<file path="src/design/lca_pkg.sv">
`default_nettype none

package lca_pkg;

   localparam int LUT_BITS       = 16;
   localparam int LUT_ADDR_BITS  = 4;
   localparam int CLB_CFG_BITS   = 37;
   localparam int ROUTE_CFG_BITS = 4;
   // image order is block0, block1, route, most significant first.
   localparam int TILE_CFG_BITS  = 2 * CLB_CFG_BITS + ROUTE_CFG_BITS;

   typedef logic [LUT_BITS-1:0]      lut_t;
   typedef logic [LUT_ADDR_BITS-1:0] lut_addr_t;
   typedef logic [1:0]               comb_mode_t;
   typedef logic [1:0]               sel2_t;
   typedef logic [1:0]               route_sel_t;
   typedef logic [TILE_CFG_BITS-1:0] tile_img_t;

   // combine mode code 3 acts like COMB_BSEL.
   localparam comb_mode_t COMB_4IN  = 2'd0;
   localparam comb_mode_t COMB_2X3  = 2'd1;
   localparam comb_mode_t COMB_BSEL = 2'd2;

   typedef struct packed {
      lut_t       lut;
      comb_mode_t comb_mode;
      logic [2:0] f_pin_sel;
      logic [2:0] g_pin_sel;
      logic [1:0] dq_sel;
      sel2_t      set_sel;
      sel2_t      clk_sel;
      sel2_t      rst_sel;
      sel2_t      x_sel;
      sel2_t      y_sel;
      logic       latch_mode;
   } clb_cfg_t;

   typedef struct packed {
      route_sel_t out0_sel;
      route_sel_t out1_sel;
   } route_cfg_t;

   typedef struct packed {
      logic a;
      logic b;
      logic c;
      logic d;
      logic k;
   } blk_pins_t;

   typedef struct packed {
      logic x;
      logic y;
   } blk_out_t;

endpackage

`default_nettype wire

</file>
<file path="src/design/config_chain.sv">
`default_nettype none

module config_chain (
   input  logic                KLK,
   input  logic                rst_n,
   input  logic                cfg_shift,
   input  logic                cfg_bit,
   input  logic                cfg_commit,
   output lca_pkg::clb_cfg_t   cfg0,
   output lca_pkg::clb_cfg_t   cfg1,
   output lca_pkg::route_cfg_t rcfg
);

   import lca_pkg::*;

   tile_img_t shift_q;
   tile_img_t active_q;

   // the first bit shifted in ends up in the msb.
   always_ff @(posedge KLK)
   begin
      if (cfg_shift)
      begin
         shift_q <= {shift_q[TILE_CFG_BITS-2:0], cfg_bit};
      end
   end

   // active image only changes on commit.
   always_ff @(posedge KLK or negedge rst_n)
   begin
      if (!rst_n)
      begin
         active_q <= '0;
      end
      else if (cfg_commit)
      begin
         active_q <= shift_q;
      end
   end

   // slice the committed image.
   assign cfg0 = clb_cfg_t'(active_q[TILE_CFG_BITS-1 -: CLB_CFG_BITS]);
   assign cfg1 = clb_cfg_t'(active_q[ROUTE_CFG_BITS +: CLB_CFG_BITS]);
   assign rcfg = route_cfg_t'(active_q[ROUTE_CFG_BITS-1:0]);

endmodule

`default_nettype wire

</file>
<file path="src/design/logic_block.sv">
`default_nettype none

module logic_block (
   input  logic              KLK,
   input  logic              rst_n,
   input  lca_pkg::clb_cfg_t cfg,
   input  lca_pkg::blk_pins_t pins,
   output lca_pkg::blk_out_t outs
);

   import lca_pkg::*;

   lut_addr_t f_addr;
   lut_addr_t g_addr;
   logic      dq1;
   logic      dq2;
   logic      f_a;
   logic      f_b;
   logic      f_c;
   logic      g_a;
   logic      g_b;
   logic      g_c;
   logic      f;
   logic      g;
   logic      set_s;
   logic      rst_s;
   logic      clk_src;
   logic      clk_prev;
   logic      load;
   logic      q;

   // codes 2 and 3 of a three-way pick both give in2.
   function automatic logic pick3(
      input sel2_t sel,
      input logic  in0,
      input logic  in1,
      input logic  in2
   );
      logic r;
      case (sel)
         2'd0:    r = in0;
         2'd1:    r = in1;
         default: r = in2;
      endcase
      return r;
   endfunction

   assign dq1 = cfg.dq_sel[0] ? q : pins.d;
   assign dq2 = cfg.dq_sel[1] ? q : pins.d;

   // split mode swaps a/b with bit 0, b/c with bit 1 and c/dq with bit 2.
   assign f_a = cfg.f_pin_sel[0] ? pins.b : pins.a;
   assign f_b = cfg.f_pin_sel[1] ? pins.c : pins.b;
   assign f_c = cfg.f_pin_sel[2] ? dq1    : pins.c;
   assign g_a = cfg.g_pin_sel[0] ? pins.b : pins.a;
   assign g_b = cfg.g_pin_sel[1] ? pins.c : pins.b;
   assign g_c = cfg.g_pin_sel[2] ? dq2    : pins.c;

   always_comb
   begin
      case (cfg.comb_mode)
         COMB_4IN:
         begin
            f_addr = {pins.a, pins.b, pins.c, dq1};
            g_addr = f_addr;
         end
         COMB_2X3:
         begin
            f_addr = {1'b0, f_a, f_b, f_c};
            g_addr = {1'b1, g_a, g_b, g_c};
         end
         default:
         begin
            // b picks the table half.
            if (pins.b)
            begin
               f_addr = {1'b1, pins.a, pins.c, dq2};
            end
            else
            begin
               f_addr = {1'b0, pins.a, pins.c, dq1};
            end
            g_addr = f_addr;
         end
      endcase
   end

   assign f = cfg.lut[f_addr];
   assign g = cfg.lut[g_addr];

   assign set_s   = pick3(cfg.set_sel, pins.a, f, 1'b0);
   assign clk_src = pick3(cfg.clk_sel, g, pins.c, pins.k);
   assign rst_s   = pick3(cfg.rst_sel, pins.d, g, 1'b0);

   // flop loads on a rising source, latch on a high source.
   assign load = cfg.latch_mode ? clk_src : (clk_src & ~clk_prev);

   always_ff @(posedge KLK or negedge rst_n)
   begin
      if (!rst_n)
      begin
         clk_prev <= 1'b0;
         q        <= 1'b0;
      end
      else
      begin
         clk_prev <= clk_src;
         if (load)
         begin
            // reset wins over set.
            if (rst_s)
            begin
               q <= 1'b0;
            end
            else if (set_s)
            begin
               q <= 1'b1;
            end
            else
            begin
               q <= f;
            end
         end
      end
   end

   assign outs.x = pick3(cfg.x_sel, f, g, q);
   assign outs.y = pick3(cfg.y_sel, q, g, f);

endmodule

`default_nettype wire

</file>
<file path="src/design/logic_tile.sv">
`default_nettype none

module logic_tile (
   input  logic               KLK,
   input  logic               rst_n,
   input  logic               cfg_shift,
   input  logic               cfg_bit,
   input  logic               cfg_commit,
   input  lca_pkg::blk_pins_t pins0,
   input  lca_pkg::blk_pins_t pins1,
   output logic [1:0]         tile_out
);

   import lca_pkg::*;

   clb_cfg_t   cfg0;
   clb_cfg_t   cfg1;
   route_cfg_t rcfg;
   blk_out_t   blk0_out;
   blk_out_t   blk1_out;

   config_chain config_chain_i (
      .KLK        (KLK),
      .rst_n      (rst_n),
      .cfg_shift  (cfg_shift),
      .cfg_bit    (cfg_bit),
      .cfg_commit (cfg_commit),
      .cfg0       (cfg0),
      .cfg1       (cfg1),
      .rcfg       (rcfg)
   );

   logic_block blk0_i (
      .KLK   (KLK),
      .rst_n (rst_n),
      .cfg   (cfg0),
      .pins  (pins0),
      .outs  (blk0_out)
   );

   logic_block blk1_i (
      .KLK   (KLK),
      .rst_n (rst_n),
      .cfg   (cfg1),
      .pins  (pins1),
      .outs  (blk1_out)
   );

   output_router output_router_i (
      .rcfg     (rcfg),
      .blk0     (blk0_out),
      .blk1     (blk1_out),
      .tile_out (tile_out)
   );

endmodule

`default_nettype wire

</file>
<file path="src/design/output_router.sv">
`default_nettype none

module output_router (
   input  lca_pkg::route_cfg_t rcfg,
   input  lca_pkg::blk_out_t   blk0,
   input  lca_pkg::blk_out_t   blk1,
   output logic [1:0]          tile_out
);

   import lca_pkg::*;

   // 4-to-1 over the block outputs.
   function automatic logic pick4(
      input route_sel_t sel,
      input blk_out_t   b0,
      input blk_out_t   b1
   );
      logic r;
      case (sel)
         2'd0:    r = b0.x;
         2'd1:    r = b0.y;
         2'd2:    r = b1.x;
         default: r = b1.y;
      endcase
      return r;
   endfunction

   always_comb
   begin
      tile_out[0] = pick4(rcfg.out0_sel, blk0, blk1);
      tile_out[1] = pick4(rcfg.out1_sel, blk0, blk1);
   end

endmodule

`default_nettype wire

</file>
<file path="config.mk">
export PLATFORM = sky130hd
export DESIGN_NAME = logic_tile
export DESIGN_NICKNAME = d
export VERILOG_FILES = /design/src/design/lca_pkg.sv /design/src/design/config_chain.sv /design/src/design/logic_block.sv /design/src/design/logic_tile.sv /design/src/design/output_router.sv
export SDC_FILE = /design/constraint.sdc
export NUM_CORES = 1
export LEC_CHECK = 0
export BUFFER_PORTS_ARGS = -buffer_cell sky130_fd_sc_hd__buf_2
export CAP_MARGIN = 20
export CORE_MARGIN = 1
export CORE_UTILIZATION = 56
export DETAILED_ROUTE_END_ITERATION = 16
export PLACE_DENSITY = 0.72
export SLEW_MARGIN = 40
export SYNTH_ARGS = -nofsm -noshare
export SYNTH_HDL_FRONTEND = slang
export SYNTH_HIERARCHICAL = 1
export SYNTH_SLANG_ARGS = --single-unit
</file>
<file path="constraint.sdc">
create_clock -name KLK -period 2.8 [get_ports KLK]
set_input_delay 0.28 -clock KLK [delete_from_list [all_inputs] [get_ports KLK]]
set_output_delay 0.28 -clock KLK [all_outputs]
set_load 0.02 [all_outputs]
</file>
**Word-level counts from Yosys, hierarchy flattened**

Cells that the tools add are included.

- Register bits after elaboration: 160
- Bits of input ports: 15
- Logic and storage cells: 92

- $lt $le $gt $ge: 4
- Eq/ne operators: 16
- Muxes and demuxes: 48
- Bitwise operators: 4
- Reduce and logical (&&, ||, !) cells: 14

Operators by type and width:

| cell | count |
|---|---|
| one-hot mux 4 bit (2 select lines) | 4 |
| == test 2 x 1 -> 1 bit (second input constant) | 14 |
| logical NOT 2 bit | 14 |
| 2-to-1 mux 1 bit | 26 |
| less-than comparator 4 x 5 -> 1 bit (second input constant) | 4 |
| one-hot mux 1 bit (2 select lines) | 10 |
| binary-select mux 1 bit (select 4 bit) | 4 |
| 2-to-1 mux 4 bit | 2 |
| one-hot mux 1 bit (3 select lines) | 2 |
| == test 2 bit (second input constant) | 2 |
| bitwise AND 1 bit | 2 |
| inverter 1 bit | 2 |

**Logic depth before layout (Yosys ltp)**

- Depth in word-level cells: 8
- Gate-level depth with buffers: 10
- Gate-level depth less buffers: 8

**Cells and area by module**

Netlist, hierarchy kept.

By module, submodules not included:

| module | times used | cells an instance | area an instance (um^2) | seq. area each (um^2) |
|---|---|---|---|---|
| config_chain | 1 | 243 | 5317.6 | 4294.1 |
| logic_block | 2 | 123 | 924.6 | 50.0 |
| output_router | 1 | 2 | 45.0 | 0.0 |

**Least setup slack after synthesis**

OpenSTA, ideal clock, no wires.

- Kind: register to output
- Start point: register config_chain_i.active_q[24]
- End point: output port tile_out[0]
- Arrival: 2.588 ns
- Slack: -0.068 ns
- Cell stages (with the launch flop): 9
- Path through: dfrtp_1 -> nand2b_1 -> nor2_1 -> mux2i_2 -> mux4_2 -> a22o_1 -> o21ai_0 -> o21ai_1 -> mux4_2

RTL lines:

| what | line | text |
|---|---|---|
| start, declared | config_chain.sv:17 | `tile_img_t active_q;` |
| start signal, assigned | config_chain.sv:37 | `active_q <= shift_q;` |
| end, declared | logic_tile.sv:11 | `output logic [1:0] tile_out` |

==> impl_metrics.json <==
{
  "syn-cell-area_sq_mm": 0.00721,
  "start_kind": "flip-flop",
  "cts-root-buf": "clkbuf_16",
  "critPathKind": "flip-flop to output port",
  "path_buf_inv": 2,
  "syn_inst": 491,
  "rsz0062_at_grt": "true",
  "drtIter0Drc": 268,
  "min_period_over_period": 1.24,
  "htreeDepth": 4,
  "num_rows": 41,
  "synth.distinct_cells": 51,
  "crit_fanout": 5,
  "gp_congestion": 0.957,
  "max_freq_mhz": 289,
  "die_x_microns": 115,
  "post-synth-top-count-cell": "dfrtp_1",
  "maxCapViolCount": 0,
  "syn-num-nets": 506,
  "worstHoldPathType": "input pin to flip-flop",
  "vias_per_cell": 5.88,
  "violations": "setup timing",
  "final_cells": 755,
  "async_reset_ff_frac": 0.513,
  "yosys_register_bits": 160,
  "final_area_sq_mm": 0.00864,
  "place_area_sq_mm": 0.00787,
  "worst_pin_slew_ns": 0.654,
  "area_delta_synth_final_pct": 19.8,
  "die_h_microns": 115,
  "fin_hold_ws_ns": 0.0348,
  "vias": 4436,
  "crit_family": "compound AO/OA/AOI/OAI gates",
  "arrival_ns": 3.19,
  "ios": 17,
  "dieArea_sq_mm": 0.0133,
  "initial_core_util": 0.574,
  "cpPeakStageDelay_ns": 0.48,
  "antenna_found_initial": 0,
  "synth_top_flop_cell": "dfrtp_1",
  "endpoint_kind": "output port",
  "nets": 585,
  "cts.clk_slew.worst_paths_ns": 0.06,
  "leakagePower_nw": 3.45,
  "synth-edff-count": 78,
  "avgSynthCellArea_sq_um": 14.7,
  "hold_violations": 0,
  "worst_path_max_delay_cell": "mux4_2",
  "grt_pass1_vias": 4674,
  "cp_cell_sequence": "or3b_4 -> a21o_4 -> buf_4 -> nor3_1 -> a32oi_1 -> a32o_2 -> mux2i_1 -> o21ai_1 -> mux4_2 -> buf_6",
  "synth_common_cells": "dfrtp_1 (82), edfxtp_1 (78), mux2_2 (62)",
  "grt_overflow": 0,
  "grt_max_degree": 48,
  "firstDrtPassIters": 4,
  "place_inst": 715,
  "cts_tree": "built",
  "synth.largest_area_cell": "edfxtp_1",
  "synthTopCellsByArea": "edfxtp_1 (32%), dfrtp_1 (28%), mux2_2 (9.7%)",
  "cts.sinks": 160,
  "io_buffers": 16,
  "setup_violations": 2,
  "maxSlewHeadroom": 0.564,
  "synth_seq_area_share": 0.609,
  "clock_skew_ns": 0.00604,
  "cp_data_required_time_ns": 2.52,
  "finalWorstSetupSlack_ns": -0.666,
  "min_period_ns": 3.47,
  "antenna_cells": 0,
  "synth_top_area_frac": 0.325,
  "cts_buffers": 17,
  "wirelength_microns": 15100,
  "yosys_warnings": 6,
  "core_area_sq_mm": 0.0126,
  "cts_buffer_depth": 2,
  "dp_hpwl_microns": 10200,
  "status": "finished, violations left",
  "grt_pass1_wl_microns": 24300,
  "clk_latency_ns": 0.43,
  "drt-wirelength-per-cell_microns": 20.0,
  "p_per_area_mw_per_mm2": 723,
  "peakVddDrop_mv": 0.545,
  "grt.total_usage": 0.248,
  "drc": 0,
  "drv_slew": 0,
  "ant_nets": 0,
  "drive_gt1_frac": 0.413
}
per-stage QoR:
stage	setup TNS [ns]	util	setup WS [ns]	power, W
CTS	-1.41	0.678	-0.707	0.00623
global route	-1.59	0.688	-0.798	0.00650
floorplan	0	-	0.0106	0.00353
detailed placement	-0.657	0.626	-0.335	0.00396
global placement	-0.530	0.626	-0.266	0.00392
finish	-1.33	0.688	-0.666	0.00625
repair_timing:
action	CTS	global route
endpoints found under the hold margin	35	0
hold buffers	1	0
cloned	0	0
pin swaps	11	11
buffers inserted	5	2
setup endpoints to repair	2	2
resized for setup	10	19
area by class of cell:
cell class                 count  area [sq um]
sequential                   160          4390
clock inverter                15           135
multi-input combinational    294          2780
fill                         879          3930
timing repair buffer          81           636
tap                          172           215
inverter                      16          60.1
clock buffer                  17           425
cells in the final DEF (no fill, tap or decap), types with 8 or more instances in the layout:
cell type / synthesis / final
mux4_2: 10 / 10
mux2_4: 20 / 20
edfxtp_1: 78 / 78
dfrtp_1: 82 / 82
nor2_1: 20 / 18
nand2_1: 14 / 14
nor2b_1: 14 / 14
nand2b_1: 10 / 8
mux2_2: 62 / 62
a21oi_1: 14 / 14
mux2i_1: 10 / 10
buf_4: 0 / 62
clkbuf_16: 0 / 17
buf_2: 11 / 11
a211oi_1: 10 / 10
inv_1: 12 / 12
o21ai_0: 16 / 13
o21ai_1: 10 / 11
path summary, 6_finish.rpt:
path,startpoint,end,slack (ns),depth (start not counted)
min in group asynchronous,rst_n,config_chain_i/active_q[55],0.38,2
worst min register to register,config_chain_i/shift_q[28],config_chain_i/shift_q[29],0.45,0
worst max register to register,config_chain_i/active_q[60],blk0_i/q,0.21,10
max in group asynchronous,rst_n,config_chain_i/active_q[39],1.77,3
worst max-delay path,config_chain_i/active_q[24],tile_out[1],-0.67,10
worst min-delay path,cfg_bit,config_chain_i/shift_q[0],0.03,1
cells by family after synthesis:
family / after synthesis / synth area share
DFF: 160 / 0.609
muxes: 106 / 0.190
AOI/OAI and AO/OA: 102 / 0.101
and+or+nand+nor: 86 / 0.0690
buffers and inverters: 37 / 0.0305
layer usage:
layer,routed length (microns),track usage
met5,0,0
met4,354,0.108
met3,544,0.0591
met2,7800,0.416
met1,6400,0.309
sequential cells by signal (all words and copies together) (netlist names):
name and flops:
blk0_i/clk_prev 1, blk1_i/q 1, config_chain_i/shift_q 78, blk0_i/q 1
blk1_i/clk_prev 1, config_chain_i/active_q 78
power by group:
group	internal (W)	switching (W)
Clock	0.00123	0.000981
Sequential	0.00268	0.000158
Combinational	0.000635	0.000560
Note: power is estimated with default switching activity, not from simulation.
